===== src/fe_pkg.sv =====
// Shared types and constants for the instruction-fetch front end.
// Every front-end block takes what it needs from here by a wildcard import.
package fe_pkg;

   // virtual fetch address, low 12 bits are the page offset
   typedef logic [31:0] vaddr_t;
   typedef logic [19:0] vpn_t;
   typedef logic [11:0] ppn_t;

   // physical address, ppn followed by the page offset
   typedef logic [23:0] paddr_t;

   typedef logic [31:0] instr_t;

   // backend command opcodes
   typedef enum logic [1:0] {
      FE_OP_REDIRECT     = 2'd0,
      FE_OP_ITLB_FILL    = 2'd1,
      FE_OP_ICACHE_FENCE = 2'd2
   } fe_opcode_e;

   // kind of a fetch queue entry
   typedef enum logic {
      FE_EXC_NONE      = 1'b0,
      FE_EXC_ITLB_MISS = 1'b1
   } fe_exc_e;

   localparam int LINE_WORDS = 4;

   // refill beat index, one beat per line word
   typedef logic [1:0] beat_t;

endpackage


===== src/fe_beat_counter.sv =====
// Counts the beats of a line refill.
// Cleared at the start of a refill, stepped once per memory response.
`timescale 1ns/1ns

module fe_beat_counter
   import fe_pkg::*;
(
   input  logic  clk_i,
   input  logic  rst_n_i,
   input  logic  clear_i,
   input  logic  inc_i,
   output beat_t beat_o,
   output logic  last_o
);

   beat_t beat_q;

   always_ff @(posedge clk_i or negedge rst_n_i) begin
      if (!rst_n_i) begin
         beat_q <= '0;
      end else if (clear_i) begin
         beat_q <= '0;
      end else if (inc_i) begin
         beat_q <= beat_q + 1'b1;
      end
   end

   assign beat_o = beat_q;
   assign last_o = (beat_q == beat_t'(LINE_WORDS - 1));

endmodule


===== src/fe_refill_fsm.sv =====
// Line refill controller on the memory request/response port.
// Sends one word request per beat and waits for its response before the
// next. Backend commands are held off while a miss is pending or in refill.
`timescale 1ns/1ns

module fe_refill_fsm
   import fe_pkg::*;
(
   input  logic   clk_i,
   input  logic   rst_n_i,
   input  logic   miss_i,
   input  paddr_t miss_paddr_i,
   input  logic   mem_req_ready_i,
   input  logic   mem_resp_v_i,
   input  beat_t  beat_i,
   input  logic   beat_last_i,
   output logic   mem_req_v_o,
   output paddr_t mem_req_addr_o,
   output logic   beat_clear_o,
   output logic   beat_inc_o,
   output logic   refill_done_o,
   output logic   cmd_ready_o
);

   typedef enum logic [1:0] {
      IDLE,
      REQ,
      WAIT,
      DONE
   } refill_state_e;

   refill_state_e state_q;
   refill_state_e state_d;

   always_ff @(posedge clk_i or negedge rst_n_i) begin
      if (!rst_n_i) begin
         state_q <= IDLE;
      end else begin
         state_q <= state_d;
      end
   end

   always_comb begin
      state_d       = state_q;
      mem_req_v_o   = 1'b0;
      beat_clear_o  = 1'b0;
      beat_inc_o    = 1'b0;
      refill_done_o = 1'b0;
      case (state_q)
         IDLE: begin
            if (miss_i) begin
               beat_clear_o = 1'b1;
               state_d      = REQ;
            end
         end
         REQ: begin
            mem_req_v_o = 1'b1;
            if (mem_req_ready_i) begin
               state_d = WAIT;
            end
         end
         WAIT: begin
            if (mem_resp_v_i) begin
               beat_inc_o = 1'b1;
               state_d    = beat_last_i ? DONE : REQ;
            end
         end
         DONE: begin
            refill_done_o = 1'b1;
            state_d       = IDLE;
         end
         default: state_d = IDLE;
      endcase
   end

   // word address within the line, stable while the request waits
   assign mem_req_addr_o = miss_paddr_i + paddr_t'({beat_i, 2'b00});

   assign cmd_ready_o = (state_q == IDLE) & ~miss_i;

endmodule


===== src/fe_itlb.sv =====
// Fully associative instruction TLB.
// Entries are written by the ITLB_FILL backend command, reusing an entry
// with the same vpn or else the round-robin victim. The fetch PC is
// translated combinationally in the cycle it is offered.
`timescale 1ns/1ns

module fe_itlb
   import fe_pkg::*;
#(
   parameter int ITLB_ENTRIES = 4
) (
   input  logic       clk_i,
   input  logic       rst_n_i,
   input  logic       cmd_v_i,
   input  logic       cmd_ready_i,
   input  fe_opcode_e cmd_op_i,
   input  vaddr_t     cmd_vaddr_i,
   input  ppn_t       cmd_ppn_i,
   input  vaddr_t     fetch_pc_i,
   output logic       tlb_hit_o,
   output ppn_t       tlb_ppn_o
);

   localparam int PTR_W = (ITLB_ENTRIES > 1) ? $clog2(ITLB_ENTRIES) : 1;

   logic [ITLB_ENTRIES-1:0] entry_v;
   vpn_t                    entry_vpn [ITLB_ENTRIES];
   ppn_t                    entry_ppn [ITLB_ENTRIES];
   logic [PTR_W-1:0]        rr_ptr;
   logic [PTR_W-1:0]        fill_idx;
   logic                    fill;
   logic                    fill_match;
   vpn_t                    fill_vpn;
   vpn_t                    fetch_vpn;

   assign fill      = cmd_v_i & cmd_ready_i & (cmd_op_i == FE_OP_ITLB_FILL);
   assign fill_vpn  = cmd_vaddr_i[31:12];
   assign fetch_vpn = fetch_pc_i[31:12];

   // same vpn already present wins over the round-robin victim
   always_comb begin
      fill_match = 1'b0;
      fill_idx   = rr_ptr;
      for (int i = 0; i < ITLB_ENTRIES; i++) begin
         if (entry_v[i] && (entry_vpn[i] == fill_vpn)) begin
            fill_match = 1'b1;
            fill_idx   = PTR_W'(i);
         end
      end
   end

   always_comb begin
      tlb_hit_o = 1'b0;
      tlb_ppn_o = '0;
      for (int i = 0; i < ITLB_ENTRIES; i++) begin
         if (entry_v[i] && (entry_vpn[i] == fetch_vpn)) begin
            tlb_hit_o = 1'b1;
            tlb_ppn_o = entry_ppn[i];
         end
      end
   end

   always_ff @(posedge clk_i or negedge rst_n_i) begin
      if (!rst_n_i) begin
         entry_v <= '0;
         rr_ptr  <= '0;
      end else if (fill) begin
         entry_v[fill_idx] <= 1'b1;
         if (!fill_match) begin
            rr_ptr <= (rr_ptr == PTR_W'(ITLB_ENTRIES - 1)) ? '0 : rr_ptr + 1'b1;
         end
      end
   end

   always_ff @(posedge clk_i) begin
      if (fill) begin
         entry_vpn[fill_idx] <= fill_vpn;
         entry_ppn[fill_idx] <= cmd_ppn_i;
      end
   end

endmodule


===== src/fe_pc_gen.sv =====
// Program counter of the front end.
// Offers the PC for fetch, steps it by 4 on each accepted fetch and
// loads the target of a backend redirect, pulsing flush in that cycle.
`timescale 1ns/1ns

module fe_pc_gen
   import fe_pkg::*;
#(
   parameter vaddr_t FIRST_PC = 32'h0000_1000
) (
   input  logic       clk_i,
   input  logic       rst_n_i,
   input  logic       cmd_v_i,
   input  logic       cmd_ready_i,
   input  fe_opcode_e cmd_op_i,
   input  vaddr_t     cmd_vaddr_i,
   input  logic       fetch_ready_i,
   output vaddr_t     fetch_pc_o,
   output logic       fetch_v_o,
   output logic       flush_o
);

   vaddr_t pc_q;
   logic   redirect;
   logic   advance;

   assign redirect = cmd_v_i & cmd_ready_i & (cmd_op_i == FE_OP_REDIRECT);

   // the current pc is dead in the redirect cycle
   assign fetch_v_o = ~redirect;
   assign flush_o   = redirect;

   // a held or stopped fetch stage keeps fetch_ready_i low
   assign advance = fetch_v_o & fetch_ready_i;

   always_ff @(posedge clk_i or negedge rst_n_i) begin
      if (!rst_n_i) begin
         pc_q <= FIRST_PC;
      end else if (redirect) begin
         pc_q <= cmd_vaddr_i;
      end else if (advance) begin
         pc_q <= pc_q + 32'd4;
      end
   end

   assign fetch_pc_o = pc_q;

endmodule


===== src/fe_icache.sv =====
// Direct-mapped instruction cache, virtually indexed and physically tagged,
// with the fetch stage register in front of the fetch queue.
// A TLB miss leaves as an exception entry and stops fetch until a flush.
// A tag miss raises miss_o until the refill FSM has filled the line.
`timescale 1ns/1ns

module fe_icache
   import fe_pkg::*;
#(
   parameter int ICACHE_SETS = 16
) (
   input  logic       clk_i,
   input  logic       rst_n_i,
   input  vaddr_t     fetch_pc_i,
   input  logic       fetch_v_i,
   input  logic       tlb_hit_i,
   input  ppn_t       tlb_ppn_i,
   input  logic       flush_i,
   input  logic       cmd_v_i,
   input  logic       cmd_ready_i,
   input  fe_opcode_e cmd_op_i,
   input  beat_t      beat_i,
   input  logic       refill_done_i,
   input  logic       mem_resp_v_i,
   input  instr_t     mem_resp_data_i,
   input  logic       queue_ready_i,
   output logic       fetch_ready_o,
   output logic       miss_o,
   output paddr_t     miss_paddr_o,
   output logic       queue_v_o,
   output vaddr_t     queue_pc_o,
   output instr_t     queue_instr_o,
   output fe_exc_e    queue_exc_o
);

   localparam int PA_W   = $bits(paddr_t);
   localparam int WORD_W = $clog2(LINE_WORDS);
   localparam int OFF_W  = WORD_W + 2;
   localparam int IDX_W  = $clog2(ICACHE_SETS);
   localparam int TAG_W  = PA_W - OFF_W - IDX_W;

   typedef logic [TAG_W-1:0] tag_t;

   tag_t                   tag_mem  [ICACHE_SETS];
   instr_t                 data_mem [ICACHE_SETS*LINE_WORDS];
   logic [ICACHE_SETS-1:0] line_v;

   logic             st_v;
   logic             st_hit;
   logic             st_stop;
   logic             st_held;
   vaddr_t           st_pc;
   ppn_t             st_ppn;
   paddr_t           st_paddr;
   logic [IDX_W-1:0] st_idx;
   tag_t             st_tag;
   logic             tag_hit;
   logic             fence;
   logic             accept;
   logic             q_fire;

   assign st_paddr = {st_ppn, st_pc[11:0]};
   assign st_idx   = st_pc[OFF_W +: IDX_W];
   assign st_tag   = st_paddr[PA_W-1:OFF_W+IDX_W];
   assign tag_hit  = line_v[st_idx] && (tag_mem[st_idx] == st_tag);
   assign fence    = cmd_v_i & cmd_ready_i & (cmd_op_i == FE_OP_ICACHE_FENCE);

   // st_held keeps a presented entry valid even if a fence drops its line
   assign queue_v_o    = st_v & (~st_hit | tag_hit | st_held);
   assign miss_o       = st_v & st_hit & ~tag_hit & ~st_held;
   assign miss_paddr_o = {st_paddr[PA_W-1:OFF_W], {OFF_W{1'b0}}};

   assign queue_pc_o    = st_pc;
   assign queue_exc_o   = st_hit ? FE_EXC_NONE : FE_EXC_ITLB_MISS;
   assign queue_instr_o = st_hit ? data_mem[{st_idx, st_pc[2 +: WORD_W]}] : '0;

   assign q_fire        = queue_v_o & queue_ready_i;
   assign fetch_ready_o = ~st_stop & (~st_v | q_fire);
   assign accept        = fetch_v_i & fetch_ready_o;

   always_ff @(posedge clk_i or negedge rst_n_i) begin
      if (!rst_n_i) begin
         st_v    <= 1'b0;
         st_stop <= 1'b0;
         st_held <= 1'b0;
      end else if (flush_i) begin
         st_v    <= 1'b0;
         st_stop <= 1'b0;
         st_held <= 1'b0;
      end else begin
         st_held <= queue_v_o & ~queue_ready_i;
         if (accept) begin
            st_v    <= 1'b1;
            st_stop <= ~tlb_hit_i;
         end else if (q_fire) begin
            st_v <= 1'b0;
         end
      end
   end

   always_ff @(posedge clk_i) begin
      if (accept) begin
         st_pc  <= fetch_pc_i;
         st_ppn <= tlb_ppn_i;
         st_hit <= tlb_hit_i;
      end
   end

   always_ff @(posedge clk_i or negedge rst_n_i) begin
      if (!rst_n_i) begin
         line_v <= '0;
      end else if (fence) begin
         line_v <= '0;
      end else if (refill_done_i) begin
         line_v[st_idx] <= 1'b1;
      end
   end

   // refill writes the line of the held stage entry
   always_ff @(posedge clk_i) begin
      if (mem_resp_v_i) begin
         data_mem[{st_idx, beat_i}] <= mem_resp_data_i;
      end
      if (refill_done_i) begin
         tag_mem[st_idx] <= st_tag;
      end
   end

endmodule


===== src/fe_top.sv =====
// Top level of the instruction-fetch front end.
// Joins PC generator, ITLB, icache, refill FSM and beat counter behind the
// backend command port, the fetch queue port and one memory port.
`timescale 1ns/1ns

module fe_top
   import fe_pkg::*;
#(
   parameter int     ICACHE_SETS  = 16,
   parameter int     ITLB_ENTRIES = 4,
   parameter vaddr_t FIRST_PC     = 32'h0000_1000
) (
   input  logic       clk_i,
   input  logic       rst_n_i,
   input  logic       cmd_v_i,
   input  fe_opcode_e cmd_op_i,
   input  vaddr_t     cmd_vaddr_i,
   input  ppn_t       cmd_ppn_i,
   output logic       cmd_ready_o,
   output logic       queue_v_o,
   output vaddr_t     queue_pc_o,
   output instr_t     queue_instr_o,
   output fe_exc_e    queue_exc_o,
   input  logic       queue_ready_i,
   output logic       mem_req_v_o,
   output paddr_t     mem_req_addr_o,
   input  logic       mem_req_ready_i,
   input  logic       mem_resp_v_i,
   input  instr_t     mem_resp_data_i
);

   vaddr_t fetch_pc;
   logic   fetch_v;
   logic   fetch_ready;
   logic   flush;
   logic   tlb_hit;
   ppn_t   tlb_ppn;
   logic   miss;
   paddr_t miss_paddr;
   logic   beat_clear;
   logic   beat_inc;
   logic   refill_done;
   beat_t  beat;
   logic   beat_last;

   fe_pc_gen #(.FIRST_PC(FIRST_PC)) u_pc_gen (
      .clk_i(clk_i), .rst_n_i(rst_n_i),
      .cmd_v_i(cmd_v_i), .cmd_ready_i(cmd_ready_o),
      .cmd_op_i(cmd_op_i), .cmd_vaddr_i(cmd_vaddr_i),
      .fetch_ready_i(fetch_ready),
      .fetch_pc_o(fetch_pc), .fetch_v_o(fetch_v), .flush_o(flush)
   );

   fe_itlb #(.ITLB_ENTRIES(ITLB_ENTRIES)) u_itlb (
      .clk_i(clk_i), .rst_n_i(rst_n_i),
      .cmd_v_i(cmd_v_i), .cmd_ready_i(cmd_ready_o), .cmd_op_i(cmd_op_i),
      .cmd_vaddr_i(cmd_vaddr_i), .cmd_ppn_i(cmd_ppn_i),
      .fetch_pc_i(fetch_pc),
      .tlb_hit_o(tlb_hit), .tlb_ppn_o(tlb_ppn)
   );

   fe_icache #(.ICACHE_SETS(ICACHE_SETS)) u_icache (
      .clk_i(clk_i), .rst_n_i(rst_n_i),
      .fetch_pc_i(fetch_pc), .fetch_v_i(fetch_v),
      .tlb_hit_i(tlb_hit), .tlb_ppn_i(tlb_ppn), .flush_i(flush),
      .cmd_v_i(cmd_v_i), .cmd_ready_i(cmd_ready_o), .cmd_op_i(cmd_op_i),
      .beat_i(beat), .refill_done_i(refill_done),
      .mem_resp_v_i(mem_resp_v_i), .mem_resp_data_i(mem_resp_data_i),
      .queue_ready_i(queue_ready_i),
      .fetch_ready_o(fetch_ready), .miss_o(miss), .miss_paddr_o(miss_paddr),
      .queue_v_o(queue_v_o), .queue_pc_o(queue_pc_o),
      .queue_instr_o(queue_instr_o), .queue_exc_o(queue_exc_o)
   );

   fe_refill_fsm u_refill_fsm (
      .clk_i(clk_i), .rst_n_i(rst_n_i),
      .miss_i(miss), .miss_paddr_i(miss_paddr),
      .mem_req_ready_i(mem_req_ready_i), .mem_resp_v_i(mem_resp_v_i),
      .beat_i(beat), .beat_last_i(beat_last),
      .mem_req_v_o(mem_req_v_o), .mem_req_addr_o(mem_req_addr_o),
      .beat_clear_o(beat_clear), .beat_inc_o(beat_inc),
      .refill_done_o(refill_done), .cmd_ready_o(cmd_ready_o)
   );

   fe_beat_counter u_beat_counter (
      .clk_i(clk_i), .rst_n_i(rst_n_i),
      .clear_i(beat_clear), .inc_i(beat_inc),
      .beat_o(beat), .last_o(beat_last)
   );

endmodule


===== config.mk =====
export PLATFORM = sky130hd
export DESIGN_NAME = fe_top
export DESIGN_NICKNAME = d
export VERILOG_FILES = /design/src/fe_pkg.sv /design/src/fe_beat_counter.sv /design/src/fe_refill_fsm.sv /design/src/fe_itlb.sv /design/src/fe_pc_gen.sv /design/src/fe_icache.sv /design/src/fe_top.sv
export SDC_FILE = /design/constraint.sdc
export NUM_CORES = 2
export LEC_CHECK = 0
export BUFFER_PORTS_ARGS = -buffer_cell sky130_fd_sc_hd__buf_4
export CORE_ASPECT_RATIO = 0.75
export CORE_MARGIN = 5
export CORE_UTILIZATION = 56
export CTS_BUF_LIST = sky130_fd_sc_hd__clkbuf_4 sky130_fd_sc_hd__clkbuf_8 sky130_fd_sc_hd__clkbuf_16
export DETAILED_ROUTE_END_ITERATION = 12
export GPL_TIMING_DRIVEN = 0
export PLACE_DENSITY = 0.75
export SYNTH_ARGS = -nofsm -noshare
export SYNTH_HDL_FRONTEND = slang
export SYNTH_SLANG_ARGS = --single-unit

===== constraint.sdc =====
create_clock -name clk_i -period 4.8 [get_ports clk_i]
set_clock_uncertainty 0.15 [all_clocks]
set_input_delay 0.24 -clock clk_i [delete_from_list [all_inputs] [get_ports clk_i]]
set_output_delay 0.24 -clock clk_i [all_outputs]
set_load 0.005 [all_outputs]

==> qor.yml <==
yosys:
  synth.lib_cells_used.distinct: 59
  synth_top_family_by_area: "multiplexers"
  post-synth-top-area-fraction_pct: 75.1
  yosysTopAreaCell: "sky130_fd_sc_hd__edfxtp_1"
  async_set_or_reset_flop_fraction_in_the_synthesized_netlist_pct: 2.40
  synth_cells: 4385
  yosys.area_share.adder_pct: 0.0379
  postSynthRegisterBits: 2544
  synthFlopType: "sky130_fd_sc_hd__edfxtp_1"
  syn_avg_cell_area_um2: 22.6
  synth-compound-area-share_pct: 1.00
  yosysWarnings: 0
  syn_area_mm2: 0.0990
  yosysSeqAreaShare_pct: 76.8
  synth.area.mux_share_pct: 17.1
  synth_xor_area_share_pct: 1.82
  synth_area_leaders: "sky130_fd_sc_hd__edfxtp_1 75%, sky130_fd_sc_hd__mux4_2 16%, sky130_fd_sc_hd__dfrtp_1 1.5%, sky130_fd_sc_hd__xnor2_1 1.4%, sky130_fd_sc_hd__clkbuf_1 0.70%"
  synth_simple_gate_area_share_pct: 1.96
  synth_edf_count: 2477
timing:
  timing.max_slew.rel_slack_pct: 1.41
  worst_slew_pin_slew_ps: 1480
  period_minus_slack_ps: 4790
  post_route_worst_setup_slack_ps: 13.9
  final-setup-viol-count: 0
  grt_setup_unrepaired: "yes"
  timing.final.hold_violations: 0
  post-route-period-util_pct: 99.7
  timing.final.max_slew_violations: 0
  max_clock_freq_mhz: 209
  setup_tns_ps: 0
finish:
  number_of_fill_cells: 10669
  layout.core_utilization_pct: 65.6
  layout.cells.most_common: "sky130_fd_sc_hd__edfxtp_1"
  most-common-layout-cells: "2477 x sky130_fd_sc_hd__edfxtp_1, 707 x sky130_fd_sc_hd__mux4_2, 228 x sky130_fd_sc_hd__clkbuf_16"
  layoutNonFillerInstCount: 7558
  register_area_mm2: 0.0760
  drive_gt1_share_pct: 32.7
  area_growth_pct: 16.3
  multiInputGateArea_mm2: 0.0226
  finish.net_count: 5080
setup_path:
  crit_family: "buffers and inverters"
  worstPathMaxFanout: 10
  end_kind: "output port"
  slowest_stage: "sky130_fd_sc_hd__mux4_2"
  worstPathBufferInverterCount: 4
  critical-path-max-stage-delay_ps: 600
  critical_path_arrival_ps: 4400
  worst-endpoint-required_ps: 4410
  timing.critical_path.cells: "clkbuf_4, clkbuf_2, clkbuf_2, mux4_2, mux4_2, a211oi_4, a311oi_1, buf_4"
  crit_path_start_kind: "flop"
  critPathKind: "flop to output port"
clock_network:
  cts_tree: "done"
  cts.htree.levels: 4
  path_clk_slew_ps: 70
  cts_made_buffers: 224
  clock_insertion_delay_worst_skew_ps: 880
  cts.sink_count: 2544
  cts-root-buf: "sky130_fd_sc_hd__clkbuf_16"
  clock_path_buffers: 3
floorplan:
  ioPinCount: 176
  floorplan.rows: 133
  placeableCoreArea_mm2: 0.176
  die_height_um: 374
  die_span_in_x_um: 496
  die-area_mm2: 0.185
  floorplan.initialDensity_pct: 56.4
power:
  leakage_nw: 36.5
  power.total_mw: 53.9
  worst_ir_drop_vdd_mv: 0.416
  cellPowerDensity_mw_per_mm2: 468
global_route:
  antenna_found_initial: 10
  first_global_vias: 51065
  largest_net_degree_at_the_start_of_global_routing: 65
  grt_first_pass_wirelength_um: 382000
  grt_util_all_layers_pct: 29.2
  globalRoute.totalOverflow: 0
placed_design:
  placement.setup.worst_slack_ps: -1530
  io_buffer_count: 173
  dp.cells: 7008
  gpl.final_weighted_congestion: 0.928
  detailedPlacementHpwl_um: 163000
flow_run:
  max-cap-violations: 0
detailed_routing:
  wire_per_inst_um: 35.7
  drt_first_iter_violations: 8768
  drc_errors: 0
  wl_um: 269000
  route.antenna.remaining_nets: 0
  firstDrtPassIters: 6
  vias: 51288
  vias_per_cell: 6.79
min_path:
  hold_path.class: "primary input to flop"
outcome:
  status: "finished, final reports clean"
-- timing repair --
| item | CTS | global route |
|---|---|---|
| pin swaps | 9 | 2 |
| endpoints found under the setup margin | 249 | 110 |
| resized for setup | 344 | 42 |
| endpoints found under the hold margin | 2286 | 0 |
| setup buffers | 5 | 1 |
| hold buffers | 120 | 0 |
-- stage by stage --
stage | instance area (um2) | hold WS, ps
5_1_grt | 115000 | 23.8
4_1_cts | 115000 | 0.308
3_5_place_dp | 106000 | 242
6_report | 115000 | 52.2
3_3_place_gp | 103000 | 227
2_1_floorplan | 99000 | -206
-- power by group --
group,switching [mW],leakage (nW),internal [mW],total (mW)
registers,0.435,23.1,25.0,25.5
logic,5.86,9.74,4.45,10.3
clock network,8.16,3.65,9.95,18.1
-- worst reg2reg max path, stage by stage, from the launching register on --
cell and delay (ps):
sky130_fd_sc_hd__dfxtp_1 320, sky130_fd_sc_hd__buf_4 230, sky130_fd_sc_hd__buf_8 260, sky130_fd_sc_hd__buf_6 250, sky130_fd_sc_hd__mux4_2 540, sky130_fd_sc_hd__a22oi_1 250, sky130_fd_sc_hd__nand3_1 130, sky130_fd_sc_hd__xnor2_1 180
sky130_fd_sc_hd__nand4_1 110, sky130_fd_sc_hd__buf_4 190, sky130_fd_sc_hd__nor2_4 130, sky130_fd_sc_hd__a21oi_2 100, sky130_fd_sc_hd__or4b_4 560, sky130_fd_sc_hd__or3_4 410, sky130_fd_sc_hd__nor2_4 220, sky130_fd_sc_hd__buf_16 200
-- final cells by class --
type,count,area share [%]
repair buffers,386,3.89
clock inverters,131,1.04
diodes,13,0.0282
clock buffers,285,5.34
multi-input cells,1551,19.6
flip-flops and latches,2544,66.0
plain buffers,259,1.39
well taps,2362,2.57
inverters,27,0.0880
-- path summary, 6_finish.rpt --
path                       cells after the start                   start  slack [ps]                      end
min                                            4          cmd_vaddr_i[6]          50   u_pc_gen.fetch_pc_o[6]
max                                            8                    flop          10        queue_instr_o[15]
max in group asynchronous                      4                 rst_n_i        3810   u_pc_gen.fetch_pc_o[1]
max reg2reg                                   15                    flop         190   u_itlb.entry_vpn[0][0]
min in group asynchronous                      3                 rst_n_i         360  u_pc_gen.fetch_pc_o[12]
min reg2reg                                    0  u_pc_gen.fetch_pc_o[1]         290   u_icache.queue_pc_o[1]
-- routing by layer --
metal  part of all wire [%]  track usage [%]  wire length (um)  vias up
met4                    3.7             9.75             10000        6
met5                  0.037            0.312                99        -
met1                     37             42.9             99900    26836
li1                       -                -                 -    19574
met2                     46             43.1            123000     4231
met3                     13             8.06             36000      641
-- cell usage after synthesis (all sizes together), types with 7 or more instances --
| master | instances |
|---|---|
| nand2 | 56 |
| edfxtp | 2477 |
| a21oi | 36 |
| dfrtp | 60 |
| xor2 | 47 |
| and2 | 27 |
| mux2 | 49 |
| nor3 | 15 |
| a311oi | 9 |
| xnor2 | 159 |
| o22ai | 7 |
| o21a | 18 |
| mux4 | 707 |
| nand2b | 7 |
| mux2i | 49 |
| nor2 | 131 |
| nor4 | 26 |
| clkbuf | 185 |
| o21ai | 15 |
| nand4 | 37 |
| inv | 27 |
| a211oi | 33 |
| nor2b | 21 |
| nand3 | 40 |
| buf | 79 |
-- cells by family after synthesis --
| group | after synthesis |
|---|---|
| simple gates | 389 |
| mux | 805 |
| other cells | 1 |
| xor+xnor | 206 |
| buf+inv | 291 |
| fa+ha+maj | 3 |
| compound gates | 146 |
| flops | 2544 |
-- flip-flops by register name (all words and copies together), names as in the netlist, named ones only --
name / count
u_icache.st_ppn: 12
u_itlb.rr_ptr: 2
u_icache.st_stop: 1
u_itlb.entry_vpn: 80
u_icache.st_v: 1
u_icache.line_v: 16
u_itlb.entry_ppn: 48
u_refill_fsm.state_q: 2
u_icache.queue_pc_o: 32
u_icache.data_mem: 2048
u_pc_gen.fetch_pc_o: 32
u_icache.st_held: 1
u_icache.tag_mem: 256
u_icache.st_hit: 1
u_beat_counter.beat_o: 2
u_itlb.entry_v: 4
Power figures use the tool's default switching activity.
